==> src/design/lsu_macros.svh <==
`ifndef LSU_MACROS_SVH
`define LSU_MACROS_SVH

// ---------------------------------------------------------------------
// line geometry
// ---------------------------------------------------------------------
`define LINE_BYTES      16
`define LINE_W          128
`define LINE_OFS_W      4     // byte offset bits inside a line

// ---------------------------------------------------------------------
// address and bus geometry
// ---------------------------------------------------------------------
`define PADDR_W         32
`define XLEN_W          64
`define BEAT_W          64    // external write bus width
`define BEATS_PER_LINE  2

`endif
==> src/design/lsu_pkg.sv <==
`include "lsu_macros.svh"

package lsu_pkg;

  // store size opcode, natural alignment assumed
  typedef enum logic [1:0] {
    SIZE_B  = 2'd0,
    SIZE_H  = 2'd1,
    SIZE_W  = 2'd2,
    SIZE_DW = 2'd3
  } mem_size_e;

  // origin of an external write, sent as the bus tag
  typedef enum logic {
    SRC_EVICT = 1'b0,
    SRC_UC    = 1'b1
  } wr_src_e;

  // dirty line leaving the L1D
  typedef struct packed {
    logic [`PADDR_W-1:0] paddr;   // line address
    logic [`LINE_W-1:0]  data;
  } evict_payload_t;

endpackage

==> src/design/store_if.sv <==
`timescale 1ns/1ns
`include "lsu_macros.svh"

// ---------------------------------------------------------------------
// formatted uncached store, formatter to requestor
// ---------------------------------------------------------------------
interface uc_store_if;
  logic                   valid;
  logic                   ready;
  logic [`PADDR_W-1:0]    paddr;
  logic [`LINE_W-1:0]     data;      // already placed in its lane
  logic [`LINE_BYTES-1:0] byte_en;

  modport src (
    output valid, paddr, data, byte_en,
    input  ready
  );

  modport dst (
    input  valid, paddr, data, byte_en,
    output ready
  );
endinterface

// ---------------------------------------------------------------------
// granted line-wide write, requestor to external port
// ---------------------------------------------------------------------
interface ext_wr_if
  import lsu_pkg::*;
();
  logic                   valid;
  logic                   ready;
  wr_src_e                src;       // which slot won the grant
  logic [`PADDR_W-1:0]    paddr;
  logic [`LINE_W-1:0]     data;
  logic [`LINE_BYTES-1:0] byte_en;

  modport master (
    output valid, src, paddr, data, byte_en,
    input  ready
  );

  modport slave (
    input  valid, src, paddr, data, byte_en,
    output ready
  );
endinterface

==> src/design/store_out_unit.sv <==
`timescale 1ns/1ns
`include "lsu_macros.svh"

module store_out_unit
  import lsu_pkg::*;
(
  input  logic                     i_clk,
  input  logic                     i_reset_n,

  // uncached store in
  input  logic                     i_uc_valid,
  output logic                     o_uc_ready,
  input  logic [`PADDR_W-1:0]      i_uc_paddr,
  input  logic [`XLEN_W-1:0]       i_uc_data,
  input  mem_size_e                i_uc_size,

  // eviction in
  input  logic                     i_evict_valid,
  output logic                     o_evict_ready,
  input  logic [`PADDR_W-1:0]      i_evict_paddr,
  input  logic [`LINE_W-1:0]       i_evict_data,

  // load forward
  input  logic                     i_fwd_valid,
  input  logic [`PADDR_W-1:0]      i_fwd_paddr,
  output logic                     o_fwd_hit,
  output logic [`XLEN_W-1:0]       o_fwd_data,
  output logic [`XLEN_W/8-1:0]     o_fwd_be,

  // snoop
  input  logic                     i_snoop_valid,
  input  logic [`PADDR_W-1:0]      i_snoop_paddr,
  output logic                     o_snoop_resp_valid,
  output logic [`LINE_W-1:0]       o_snoop_resp_data,
  output logic [`LINE_BYTES-1:0]   o_snoop_resp_be,

  // external write bus
  output logic                     o_wr_valid,
  output wr_src_e                  o_wr_src,
  output logic [`PADDR_W-1:0]      o_wr_addr,
  output logic [`BEAT_W-1:0]       o_wr_data,
  output logic [`BEAT_W/8-1:0]     o_wr_be,
  output logic                     o_wr_last,
  input  logic                     i_wr_ready
);

  evict_payload_t w_evict;

  uc_store_if u_uc_if ();
  ext_wr_if   u_wr_if ();

  assign w_evict.paddr = i_evict_paddr;
  assign w_evict.data  = i_evict_data;

  uc_store_formatter u_formatter (
    .i_clk      (i_clk),
    .i_reset_n  (i_reset_n),
    .i_uc_valid (i_uc_valid),
    .o_uc_ready (o_uc_ready),
    .i_uc_paddr (i_uc_paddr),
    .i_uc_data  (i_uc_data),
    .i_uc_size  (i_uc_size),
    .uc_out     (u_uc_if.src)
  );

  store_requestor u_requestor (
    .i_clk              (i_clk),
    .i_reset_n          (i_reset_n),
    .i_evict_valid      (i_evict_valid),
    .o_evict_ready      (o_evict_ready),
    .i_evict            (w_evict),
    .uc_in              (u_uc_if.dst),
    .wr_out             (u_wr_if.master),
    .i_fwd_valid        (i_fwd_valid),
    .i_fwd_paddr        (i_fwd_paddr),
    .o_fwd_hit          (o_fwd_hit),
    .o_fwd_data         (o_fwd_data),
    .o_fwd_be           (o_fwd_be),
    .i_snoop_valid      (i_snoop_valid),
    .i_snoop_paddr      (i_snoop_paddr),
    .o_snoop_resp_valid (o_snoop_resp_valid),
    .o_snoop_resp_data  (o_snoop_resp_data),
    .o_snoop_resp_be    (o_snoop_resp_be)
  );

  ext_write_port u_wr_port (
    .i_clk      (i_clk),
    .i_reset_n  (i_reset_n),
    .wr_in      (u_wr_if.slave),
    .o_wr_valid (o_wr_valid),
    .o_wr_src   (o_wr_src),
    .o_wr_addr  (o_wr_addr),
    .o_wr_data  (o_wr_data),
    .o_wr_be    (o_wr_be),
    .o_wr_last  (o_wr_last),
    .i_wr_ready (i_wr_ready)
  );

endmodule

==> src/design/ext_write_port.sv <==
`timescale 1ns/1ns
`include "lsu_macros.svh"

module ext_write_port
  import lsu_pkg::*;
(
  input  logic                     i_clk,
  input  logic                     i_reset_n,

  ext_wr_if.slave                  wr_in,

  output logic                     o_wr_valid,
  output wr_src_e                  o_wr_src,
  output logic [`PADDR_W-1:0]      o_wr_addr,
  output logic [`BEAT_W-1:0]       o_wr_data,
  output logic [`BEAT_W/8-1:0]     o_wr_be,
  output logic                     o_wr_last,
  input  logic                     i_wr_ready
);

  localparam int BEAT_BYTES = `BEAT_W/8;
  localparam int BEAT_IDX_W = $clog2(`BEATS_PER_LINE);

  logic                                   r_valid;
  wr_src_e                                r_src;
  logic [`PADDR_W-`LINE_OFS_W-1:0]        r_line;    // line address only
  logic [`LINE_W-1:0]                     r_data;
  logic [`LINE_BYTES-1:0]                 r_byte_en;
  logic [BEAT_IDX_W-1:0]                  r_beat;

  logic [`BEATS_PER_LINE-1:0]             w_held_nz;
  logic                                   w_accept;
  logic                                   w_advance;

  // one flag per beat, set when any of its bytes is written
  function automatic logic [`BEATS_PER_LINE-1:0] beat_nz(input logic [`LINE_BYTES-1:0] be);
    logic [`BEATS_PER_LINE-1:0] nz;
    for (int b = 0; b < `BEATS_PER_LINE; b++) begin
      nz[b] = |be[b*BEAT_BYTES +: BEAT_BYTES];
    end
    return nz;
  endfunction

  // lowest non-empty beat at or above from
  function automatic logic [BEAT_IDX_W-1:0] next_beat(input logic [`BEATS_PER_LINE-1:0] nz,
                                                      input int from);
    logic [BEAT_IDX_W-1:0] idx;
    idx = BEAT_IDX_W'(`BEATS_PER_LINE-1);
    for (int i = `BEATS_PER_LINE-1; i >= 0; i--) begin
      if ((i >= from) && nz[i]) begin
        idx = BEAT_IDX_W'(i);
      end
    end
    return idx;
  endfunction

  assign w_held_nz = beat_nz(r_byte_en);
  // nothing left above the current beat
  assign o_wr_last = r_valid & ~|(w_held_nz >> (int'(r_beat) + 1));

  assign w_advance   = r_valid & i_wr_ready;
  assign wr_in.ready = !r_valid | (w_advance & o_wr_last);
  assign w_accept    = wr_in.valid & wr_in.ready;

  always_ff @(posedge i_clk, negedge i_reset_n) begin
    if (!i_reset_n) begin
      r_valid <= 1'b0;
      r_beat  <= '0;
    end else if (w_accept) begin
      r_valid <= 1'b1;
      r_beat  <= next_beat(beat_nz(wr_in.byte_en), 0);   // skip leading empty beats
    end else if (w_advance) begin
      if (o_wr_last) begin
        r_valid <= 1'b0;
      end else begin
        r_beat <= next_beat(w_held_nz, int'(r_beat) + 1);
      end
    end
  end

  always_ff @(posedge i_clk) begin
    if (w_accept) begin
      r_src     <= wr_in.src;
      r_line    <= wr_in.paddr[`PADDR_W-1:`LINE_OFS_W];
      r_data    <= wr_in.data;
      r_byte_en <= wr_in.byte_en;
    end
  end

  assign o_wr_valid = r_valid;
  assign o_wr_src   = r_src;
  assign o_wr_addr  = {r_line, r_beat, {$clog2(BEAT_BYTES){1'b0}}};
  assign o_wr_data  = r_data[r_beat*`BEAT_W +: `BEAT_W];
  assign o_wr_be    = r_byte_en[r_beat*BEAT_BYTES +: BEAT_BYTES];

endmodule

==> src/design/store_requestor.sv <==
`timescale 1ns/1ns
`include "lsu_macros.svh"

module store_requestor
  import lsu_pkg::*;
(
  input  logic                     i_clk,
  input  logic                     i_reset_n,

  // L1D eviction
  input  logic                     i_evict_valid,
  output logic                     o_evict_ready,
  input  evict_payload_t           i_evict,

  uc_store_if.dst                  uc_in,
  ext_wr_if.master                 wr_out,

  // load forward lookup
  input  logic                     i_fwd_valid,
  input  logic [`PADDR_W-1:0]      i_fwd_paddr,
  output logic                     o_fwd_hit,
  output logic [`XLEN_W-1:0]       o_fwd_data,
  output logic [`XLEN_W/8-1:0]     o_fwd_be,

  // snoop lookup
  input  logic                     i_snoop_valid,
  input  logic [`PADDR_W-1:0]      i_snoop_paddr,
  output logic                     o_snoop_resp_valid,
  output logic [`LINE_W-1:0]       o_snoop_resp_data,
  output logic [`LINE_BYTES-1:0]   o_snoop_resp_be
);

  logic                     r_evict_valid;
  evict_payload_t           r_evict;

  logic                     r_uc_valid;
  logic [`PADDR_W-1:0]      r_uc_paddr;
  logic [`LINE_W-1:0]       r_uc_data;
  logic [`LINE_BYTES-1:0]   r_uc_byte_en;

  wr_src_e                  w_grant;
  logic                     w_fwd_match;
  logic                     w_snoop_match;
  logic [`LINE_W-1:0]       w_fwd_line;

  // ---------------------------------------------------------------------
  // eviction slot
  // ---------------------------------------------------------------------
  assign o_evict_ready = !r_evict_valid;

  always_ff @(posedge i_clk, negedge i_reset_n) begin
    if (!i_reset_n) begin
      r_evict_valid <= 1'b0;
    end else if (i_evict_valid & o_evict_ready) begin
      r_evict_valid <= 1'b1;
    end else if (r_evict_valid & (w_grant == SRC_EVICT) & wr_out.ready) begin
      r_evict_valid <= 1'b0;
    end
  end

  always_ff @(posedge i_clk) begin
    if (i_evict_valid & o_evict_ready) begin
      r_evict <= i_evict;
    end
  end

  // ---------------------------------------------------------------------
  // uncached store slot
  // ---------------------------------------------------------------------
  assign uc_in.ready = !r_uc_valid;

  always_ff @(posedge i_clk, negedge i_reset_n) begin
    if (!i_reset_n) begin
      r_uc_valid <= 1'b0;
    end else if (uc_in.valid & uc_in.ready) begin
      r_uc_valid <= 1'b1;
    end else if (r_uc_valid & (w_grant == SRC_UC) & wr_out.ready) begin
      r_uc_valid <= 1'b0;
    end
  end

  always_ff @(posedge i_clk) begin
    if (uc_in.valid & uc_in.ready) begin
      r_uc_paddr   <= uc_in.paddr;
      r_uc_data    <= uc_in.data;
      r_uc_byte_en <= uc_in.byte_en;
    end
  end

  // ---------------------------------------------------------------------
  // fixed priority, eviction first
  // ---------------------------------------------------------------------
  assign w_grant = r_evict_valid ? SRC_EVICT : SRC_UC;

  always_comb begin
    wr_out.valid = r_evict_valid | r_uc_valid;
    wr_out.src   = w_grant;
    if (w_grant == SRC_EVICT) begin
      wr_out.paddr   = r_evict.paddr;
      wr_out.data    = r_evict.data;
      wr_out.byte_en = {`LINE_BYTES{1'b1}};   // whole line written back
    end else begin
      wr_out.paddr   = r_uc_paddr;
      wr_out.data    = r_uc_data;
      wr_out.byte_en = r_uc_byte_en;
    end
  end

  // ---------------------------------------------------------------------
  // load forward against the waiting eviction
  // ---------------------------------------------------------------------
  assign w_fwd_match = r_evict.paddr[`PADDR_W-1:`LINE_OFS_W] ==
                       i_fwd_paddr[`PADDR_W-1:`LINE_OFS_W];
  assign o_fwd_hit   = i_fwd_valid & r_evict_valid & w_fwd_match;
  assign w_fwd_line  = r_evict.data >> {i_fwd_paddr[`LINE_OFS_W-1:0], 3'b000};
  assign o_fwd_data  = w_fwd_line[`XLEN_W-1:0];
  assign o_fwd_be    = {(`XLEN_W/8){o_fwd_hit}};

  // ---------------------------------------------------------------------
  // snoop, answered one cycle later
  // ---------------------------------------------------------------------
  assign w_snoop_match = r_evict.paddr[`PADDR_W-1:`LINE_OFS_W] ==
                         i_snoop_paddr[`PADDR_W-1:`LINE_OFS_W];

  always_ff @(posedge i_clk, negedge i_reset_n) begin
    if (!i_reset_n) begin
      o_snoop_resp_valid <= 1'b0;
    end else begin
      o_snoop_resp_valid <= i_snoop_valid;
    end
  end

  always_ff @(posedge i_clk) begin
    o_snoop_resp_data <= r_evict.data;
    o_snoop_resp_be   <= {`LINE_BYTES{r_evict_valid & w_snoop_match}};
  end

endmodule

==> src/design/uc_store_formatter.sv <==
`timescale 1ns/1ns
`include "lsu_macros.svh"

module uc_store_formatter
  import lsu_pkg::*;
(
  input  logic                i_clk,
  input  logic                i_reset_n,

  input  logic                i_uc_valid,
  output logic                o_uc_ready,
  input  logic [`PADDR_W-1:0] i_uc_paddr,
  input  logic [`XLEN_W-1:0]  i_uc_data,
  input  mem_size_e           i_uc_size,

  uc_store_if.src             uc_out
);

  logic                     r_valid;
  logic [`PADDR_W-1:0]      r_paddr;
  logic [`LINE_W-1:0]       r_data;
  logic [`LINE_BYTES-1:0]   r_byte_en;

  logic [`LINE_OFS_W-1:0]   w_ofs;
  logic [`LINE_BYTES-1:0]   w_size_be;
  logic                     w_accept;

  assign w_ofs = i_uc_paddr[`LINE_OFS_W-1:0];

  // size opcode to low-aligned enables
  always_comb begin
    case (i_uc_size)
      SIZE_B:  w_size_be = `LINE_BYTES'('h01);
      SIZE_H:  w_size_be = `LINE_BYTES'('h03);
      SIZE_W:  w_size_be = `LINE_BYTES'('h0f);
      default: w_size_be = `LINE_BYTES'('hff);  // SIZE_DW
    endcase
  end

  // take a new store when empty or when the held one leaves this edge
  assign o_uc_ready = !r_valid | uc_out.ready;
  assign w_accept   = i_uc_valid & o_uc_ready;

  always_ff @(posedge i_clk, negedge i_reset_n) begin
    if (!i_reset_n) begin
      r_valid <= 1'b0;
    end else if (w_accept) begin
      r_valid <= 1'b1;
    end else if (uc_out.ready) begin
      r_valid <= 1'b0;
    end
  end

  // line-placed payload
  always_ff @(posedge i_clk) begin
    if (w_accept) begin
      r_paddr   <= i_uc_paddr;
      r_byte_en <= w_size_be << w_ofs;
      r_data    <= {{(`LINE_W-`XLEN_W){1'b0}}, i_uc_data} << {w_ofs, 3'b000};
    end
  end

  assign uc_out.valid   = r_valid;
  assign uc_out.paddr   = r_paddr;
  assign uc_out.data    = r_data;
  assign uc_out.byte_en = r_byte_en;

endmodule

==> config.mk <==
export PLATFORM = sky130hd
export DESIGN_NAME = store_out_unit
export DESIGN_NICKNAME = d
export VERILOG_FILES = /design/src/design/lsu_pkg.sv /design/src/design/store_if.sv /design/src/design/store_out_unit.sv /design/src/design/ext_write_port.sv /design/src/design/store_requestor.sv /design/src/design/uc_store_formatter.sv
export VERILOG_INCLUDE_DIRS = /design/src /design/src/design
export SDC_FILE = /design/constraint.sdc
export NUM_CORES = 1
export LEC_CHECK = 0
export BUFFER_PORTS_ARGS = -buffer_cell sky130_fd_sc_hd__buf_2
export CORE_ASPECT_RATIO = 1.25
export CORE_MARGIN = 2
export CORE_UTILIZATION = 50
export DETAILED_ROUTE_END_ITERATION = 10
export HOLD_SLACK_MARGIN = 0.12
export PLACE_DENSITY = 0.76
export SLEW_MARGIN = 20
export SYNTH_ARGS = -nofsm -noshare
export SYNTH_HDL_FRONTEND = slang
export SYNTH_SLANG_ARGS = --single-unit
==> constraint.sdc <==
create_clock -name i_clk -period 9.1 [get_ports i_clk]
set_clock_uncertainty 0.15 [all_clocks]
set_input_delay 1.82 -clock i_clk [delete_from_list [all_inputs] [get_ports i_clk]]
set_output_delay 1.82 -clock i_clk [all_outputs]
set_load 0.03 [all_outputs]
==> results of run 1 <==
## worst register-to-register path, stage by stage (launching register included)
cell	delay (ns)
dfrtp_4	0.73
buf_12	0.40
nor2b_4	0.86
buf_4	0.89
## stage by stage
step                utilization  hold slack, ns  setup WS, ns  cell area, µm²
global route              0.600           0.260          2.49           40100
finish                    0.601           0.251          2.56           40100
CTS                       0.600           0.243          2.69           40100
floorplan                     -           0.210         0.233           33800
global placement          0.561           0.251          2.68           37500
detailed placement        0.561           0.255          2.70           37500
## per-layer routing
metal	vias up	global-route usage
met2	1346	0.518
met1	11100	0.379
li1	9549	-
met5	-	0
met4	26	0.148
met3	264	0.0678
## state kept, by name (all words and copies together), names as in the netlist
signal	cells
u_wr_port.r_beat	1
u_wr_port.r_data	128
u_requestor.r_uc_valid	1
u_requestor.r_uc_paddr	28
u_wr_port.o_wr_src	1
u_wr_port.r_line	28
u_wr_port.r_byte_en	16
u_requestor.o_snoop_resp_data	128
u_requestor.o_snoop_resp_valid	1
u_formatter.uc_out.data	128
u_requestor.o_snoop_resp_be	1
u_requestor.r_evict	156
u_requestor.r_evict_valid	1
u_requestor.r_uc_data	128
u_formatter.uc_out.valid	1
u_requestor.r_uc_byte_en	16
u_wr_port.o_wr_valid	1
u_formatter.uc_out.paddr	28
u_formatter.uc_out.byte_en	16
## kinds of logic (layout without fill, tap and decap cells)
family | count (synthesis) | count (layout)
flops | 808 | 808
mux | 521 | 521
compound gates | 316 | 316
simple gates | 287 | 287
buf+inv | 192 | 843
xor+xnor | 57 | 57
other cells | 1 | 8
## synth_stat cells, drive strengths merged (6+ instances only)
master   count
a21oi       43
a221oi      11
a22o        12
a22oi       25
a2bb2oi      8
and2        13
and3         8
buf        105
clkbuf      61
dfrtp        6
dfxtp      129
edfxtp     673
inv         25
mux2       343
mux2i      169
mux4         9
nand2       78
nand3b      12
nand4        7
nor2        99
nor2b       10
nor3        14
nor4        13
o211ai      25
o21ai       57
o221ai      37
o22ai       62
o32a         8
or2         25
xnor2       19
xor2        38
## layout make-up
| class | instances | area, µm² | share of cell area |
|---|---|---|---|
| inverter | 26 | 97.6 | 0.00243 |
| clock buffer | 100 | 2140 | 0.0532 |
| clock inverter | 44 | 518 | 0.0129 |
| antenna | 5 | 12.5 | 0.000312 |
| tap | 864 | 1080 | 0.0269 |
| sequential | 808 | 22900 | 0.572 |
| multi-input combinational | 1184 | 9860 | 0.246 |
| timing repair buffer | 673 | 3490 | 0.0869 |
## report_power, final
part	switching [µW]	internal, µW
sequential	478	4930
clock	1440	1870
combinational	1850	978
total	3770	7770
## layout by cell type (no fill, tap or decap), drive strengths merged, types with 9 or more instances in the layout
cell      n
a22oi    25
nor3     14
dfxtp   129
and2     13
nor2b    10
inv      32
o221ai   37
xor2     38
a21oi    43
o211ai   25
nand3b   12
nor2     99
mux4      9
nor4     13
a221oi   11
o21ai    57
or2      25
buf     673
mux2i   169
o22ai    62
xnor2    19
clkbuf  100
a22o     12
mux2    343
edfxtp  673
nand2    78
clkinv   25
## how the worst max path moves through the flow
stage                            from                     endpoint  slack, ns  depth (start not counted)
5_1_grt                i_fwd_paddr[1]               o_fwd_data[37]       2.49                          7
3_3_place_gp           i_fwd_paddr[1]               o_fwd_data[37]       2.68                          7
6_report               i_fwd_paddr[3]               o_fwd_data[62]       2.56                          6
3_5_place_dp           i_fwd_paddr[1]               o_fwd_data[37]       2.70                          7
2_1_floorplan  u_requestor.r_uc_valid  u_requestor.r_uc_byte_en[0]       0.23                          1
4_1_cts                i_fwd_paddr[1]               o_fwd_data[37]       2.69                          7
==> metrics, run 1 <==
Final Slew Violations=0; Pre-antenna DRT Iters=5; Starting Density=0.505; crit path kind=in2out; detailed-placement wirelength estimate=approximately 79 mm; total gr overflow=0; final hold vios=0; FFs w/ async S/R, synth=0.00743; Root Buffer=clkbuf_16; Crit path required time=between 7 and 8 ns; Peak VDD IR=0.474 mV; hold path startpoint=u_formatter.uc_out.data[66]; P&R area growth vs syn=19.0%; vias in the first global route=approximately 22,000; # setup viols final=0; CP bufs+invs=4; setup TNS=0 ns; ranking of synthesized cells by area=edfxtp_1 (60%), mux2_2 (11%), dfxtp_1 (7.7%), mux2i_1 (5.0%), o22ai_1 (1.1%); cell family with most CP delay=buffers and inverters; layout cell share with drive strength beyond 1=0.418; mux share of post-synthesis cell area=0.171; largest net degree at the start of global routing=approximately 170; Min Clock Period, post-route=roughly 6.5 ns; hold buffer count at cts=0; Max Fanout on Critical Path=23; CP dominant cell by count=buf_2; Nets=3,100; max_cap viols=0; Filler cells=between 5,000 and 6,000; end point of the worst hold path=u_requestor.r_uc_data[66]; worst hold path class=reg2reg; I/O Buffers=644; Final period util=0.718; Cell Rows=106; initial antenna violation count=19; Via density=~6.0; CTS H-tree lvls=3; CTS clk-pin slew, worst paths=0.06 ns; slew of the pin with the lowest slew margin=1.11 ns; number of flops mapped to enable cells by yosys=about 670; vias after detailed routing=22,300; PD cells=between 200 and 300 nW/µm²; Syn Area/Cell=15.5 µm²; CTS max path bufs=3; status=finished clean; DRT iter0 DRCs=2,433; cts bufs inserted=78; CP peak stage delay=0.84 ns; met2 wire length=54.0 mm; clk sinks=808; post-synthesis xor/xnor area fraction=0.0148; top sig layer=met5; post-synth top area share=0.599; gpl congestion=0.957; Synth Area in Compound Gates=0.0645; CP startpoint kind=input pin; #FFs+latches synth=between 800 and 900; CTS tree=done; die height=294 µm; Yosys top cell by area=edfxtp_1; Routed met1 length=40.5 mm; reg2reg setup slack=between 5 and 6 ns; Lkg Pwr=0.0153 µW; Main synth FF type=edfxtp_1; Routed Antenna Nets=0; first-pass GRT wire length=154 mm; Finished Layout Cells=3,704; post_cts resized=0; GRT Total Usage=0.308; WL final=110 mm; Post-CTS Setup Repair Bufs=0; Core Area=roughly 67,000 µm²; Worst path slowest cell=nand2_1; Avg WL per Cell=29.7 µm; Worst-Skew Late Latency=around 0.65 ns; cell-by-cell listing of the critical path=buf_2, inv_1, nand2_1, buf_4, o22ai_1, buf_2; Netlist cell types=60; Synth Area in Simple Gates=0.0403; Synth Cell Area=33,700 µm²; RSZ-0062 raised after global routing=no; Slew HR=0.259; Cells after Synth=2,182; R2R cell count=3; Worst Hold Depth=0; die area=69,600 µm²; Die X=236 µm; R2R Path Start=u_requestor.r_evict_valid; combinational family with the most area after synthesis=multiplexers; Power, Total=11,500 µW; register area share after synthesis=0.680; Top Ports=approximately 660; worst path arrival time=4.57 ns; routed wl met3=9.75 mm; Yosys warning total=0; post-synthesis adder-cell area fraction=0; reg2reg end=u_requestor.r_evict[13]; drc violations=0; Worst Setup End Kind=output port; Fmax=roughly 0.15 GHz; placed instance count=3,555
(Power assumes the default switching activity.)
==> run 2, diff against run 1 <==
--- a/config.mk
+++ b/config.mk
@@ -12,7 +12,7 @@
 export CORE_UTILIZATION = 50
 export DETAILED_ROUTE_END_ITERATION = 10
 export HOLD_SLACK_MARGIN = 0.12
-export PLACE_DENSITY = 0.76
+export PLACE_DENSITY = 0.73
 export SLEW_MARGIN = 20
 export SYNTH_ARGS = -nofsm -noshare
 export SYNTH_HDL_FRONTEND = slang
==> constraint.sdc (replaced) <==
create_clock -name i_clk -period 6.5 [get_ports i_clk]
set_clock_uncertainty 0.15 [all_clocks]
set_input_delay 1.3 -clock i_clk [delete_from_list [all_inputs] [get_ports i_clk]]
set_output_delay 1.3 -clock i_clk [all_outputs]
set_load 0.03 [all_outputs]
==> metrics, run 2 (synthesis results as in run 1) <==
CP dominant cell by count=o221ai_1; Worst Setup End Kind=output port; max_cap viols=0 (unchanged); detailed-placement wirelength estimate=80.0 mm (+1.4%); drc violations=0 (unchanged); Via density=5.94 (-1.5%); slew of the pin with the lowest slew margin=1.14 ns (+0.0298 ns); CP bufs+invs=3 (-1); cell-by-cell listing of the critical path=buf_6, buf_4, mux2i_1, a22oi_1, o221ai_1, o221ai_1, buf_2; layout cell share with drive strength beyond 1=0.420 (+0.00152); worst path arrival time=3.66 ns (-0.91 ns); largest net degree at the start of global routing=173 (+3.0%); Core Area=66,800 µm² (unchanged); CTS max path bufs=3 (unchanged); RSZ-0062 raised after global routing=no; Final period util=0.787; Slew HR=0.240 (-0.0199); Avg WL per Cell=29.5 µm (-0.65%); GR Util met1=0.379 (about the same); most frequent cells in the layout=edfxtp_1 (673), buf_2 (641), mux2_2 (334), mux2i_1 (169), dfxtp_1 (129); met2 usage=0.514 (-0.00380); Peak VDD IR=0.520 mV (+9.6%); Cell Rows=106 (unchanged); Design Area, Final=40,200 µm² (+0.15%); first-pass GRT wire length=153 mm (-0.65%); Max Fanout on Critical Path=81 (+250%); PD cells=402 nW/µm² (+40%); max reg flops=156 (unchanged); status=finished clean; Placement Cell Area=37,500 µm² (about the same); total gr overflow=0 (unchanged); Post-CTS Setup Repair Bufs=0 (unchanged); P&R area growth vs syn=19.2%; CP startpoint kind=input pin; layer with the highest usage=met2; M3 GR Usage=0.0667 (-0.00112); CTS clk-pin slew, worst paths=0.06 ns (about the same); I/O Buffers=644 (unchanged); Pre-antenna DRT Iters=7 (+2); GRT Total Usage=0.306 (-0.00245); CTS tree=done; Worst path slowest cell=buf_6; CP peak stage delay=0.58 ns (-0.26 ns); Starting Density=0.505 (unchanged); final hold vios=0 (unchanged); PnR worst setup slack=1.39 ns (-1.18 ns); worst hold path class=reg2reg; crit path kind=in2out; Nets=3,103 (+0.097%); most common cell after layout, fill and taps aside=edfxtp_1; Final Slew Violations=0 (unchanged); clk sinks=808 (unchanged); DRT iter0 DRCs=2,244 (-7.8%); Setup Slack @ Placement=1.48 ns (-1.22 ns); Root Buffer=clkbuf_16; Top Ports=656 (unchanged); Routed Antenna Nets=0 (unchanged); die height=294 µm (unchanged); Die X=236 µm (unchanged); WL final=110 mm (-0.30%); initial antenna violation count=24 (+5); die area=69,600 µm² (unchanged); # setup viols final=0 (unchanged); CTS H-tree lvls=3 (unchanged); hold buffer count at cts=0 (unchanged); cell family with most CP delay=buffers and inverters; Min Clock Period, post-route=5.11 ns; cts bufs inserted=79 (+1.3%); Fmax=between 0.15 and 0.2 GHz; Worst-Skew Late Latency=0.63 ns (-0.02 ns); post_cts resized=0 (unchanged); setup TNS=0 ns (unchanged); gpl congestion=0.946 (-1.2%); Power, Total=16,200 µW (+40%); Crit path required time=5.05 ns (-2.08 ns); vias in the first global route=21,600 (-0.77%); Reg with most FFs=u_requestor.r_evict; vias after detailed routing=22,100 (-1.2%); Lkg Pwr=0.0154 µW (+0.40%)
==> run 2: cell count changes in the layout (fill, tap and decap cells not counted), moves of 2 or more <==
cell and change:
bufinv_16 -2, clkbuf_1 -6, clkbuf_16 +4, clkinv_2 +13
clkinvlp_4 -5, diode_2 +9, inv_8 -2
==> run 2: area by class of cell <==
cell class,instances,area (µm²)
diodes,14,35.0
flip-flops and latches,808,22900
fillers,5065,26600
inverters,26,97.6
multi-input cells,1184,9850
clock inverters,47,449
clock buffers,99,2230
repair buffers,675,3520
well taps,864,1080
==> run 2: path summary, 6_finish.rpt <==
| path | start | endpoint | slack [ns] | cells after the start |
|---|---|---|---|---|
| min in group asynchronous | i_reset_n | u_requestor.o_snoop_resp_valid | 0.33 | 1 |
| setup reg to reg | u_wr_port.r_beat | u_wr_port.r_data[123] | 3.32 | 4 |
| hold reg to reg | u_formatter.uc_out.data[12] | u_requestor.r_uc_data[12] | 0.24 | 0 |
| max in group asynchronous | i_reset_n | u_wr_port.r_beat | 5.70 | 1 |
| setup / recovery | i_fwd_paddr[0] | o_fwd_data[2] | 1.39 | 7 |
| hold / removal | u_formatter.uc_out.data[12] | u_requestor.r_uc_data[12] | 0.24 | 0 |
==> run 2: per-stage QoR <==
step / instances / hold slack, ns / util
global placement: 3557 / 0.251 / 0.561
detailed placement: 3557 / 0.255 / 0.561
floorplan: 2184 / 0.210 / -
CTS: 3703 / 0.236 / 0.601
finish: 3717 / 0.237 / 0.602
global route: 3710 / 0.234 / 0.601
==> run 2: where the power goes <==
part / switching (µW) / internal, µW
clock: 2020 / 2630
sequential: 677 / 6900
combinational: 2580 / 1370
==> run 2: layer usage <==
metal	vias up	part of all wire	wire length (µm)
met5	-	0.0011	126
met2	1278	0.49	53500
met4	20	0.051	5600
met3	238	0.087	9580
li1	9563	-	-
met1	11000	0.37	41000
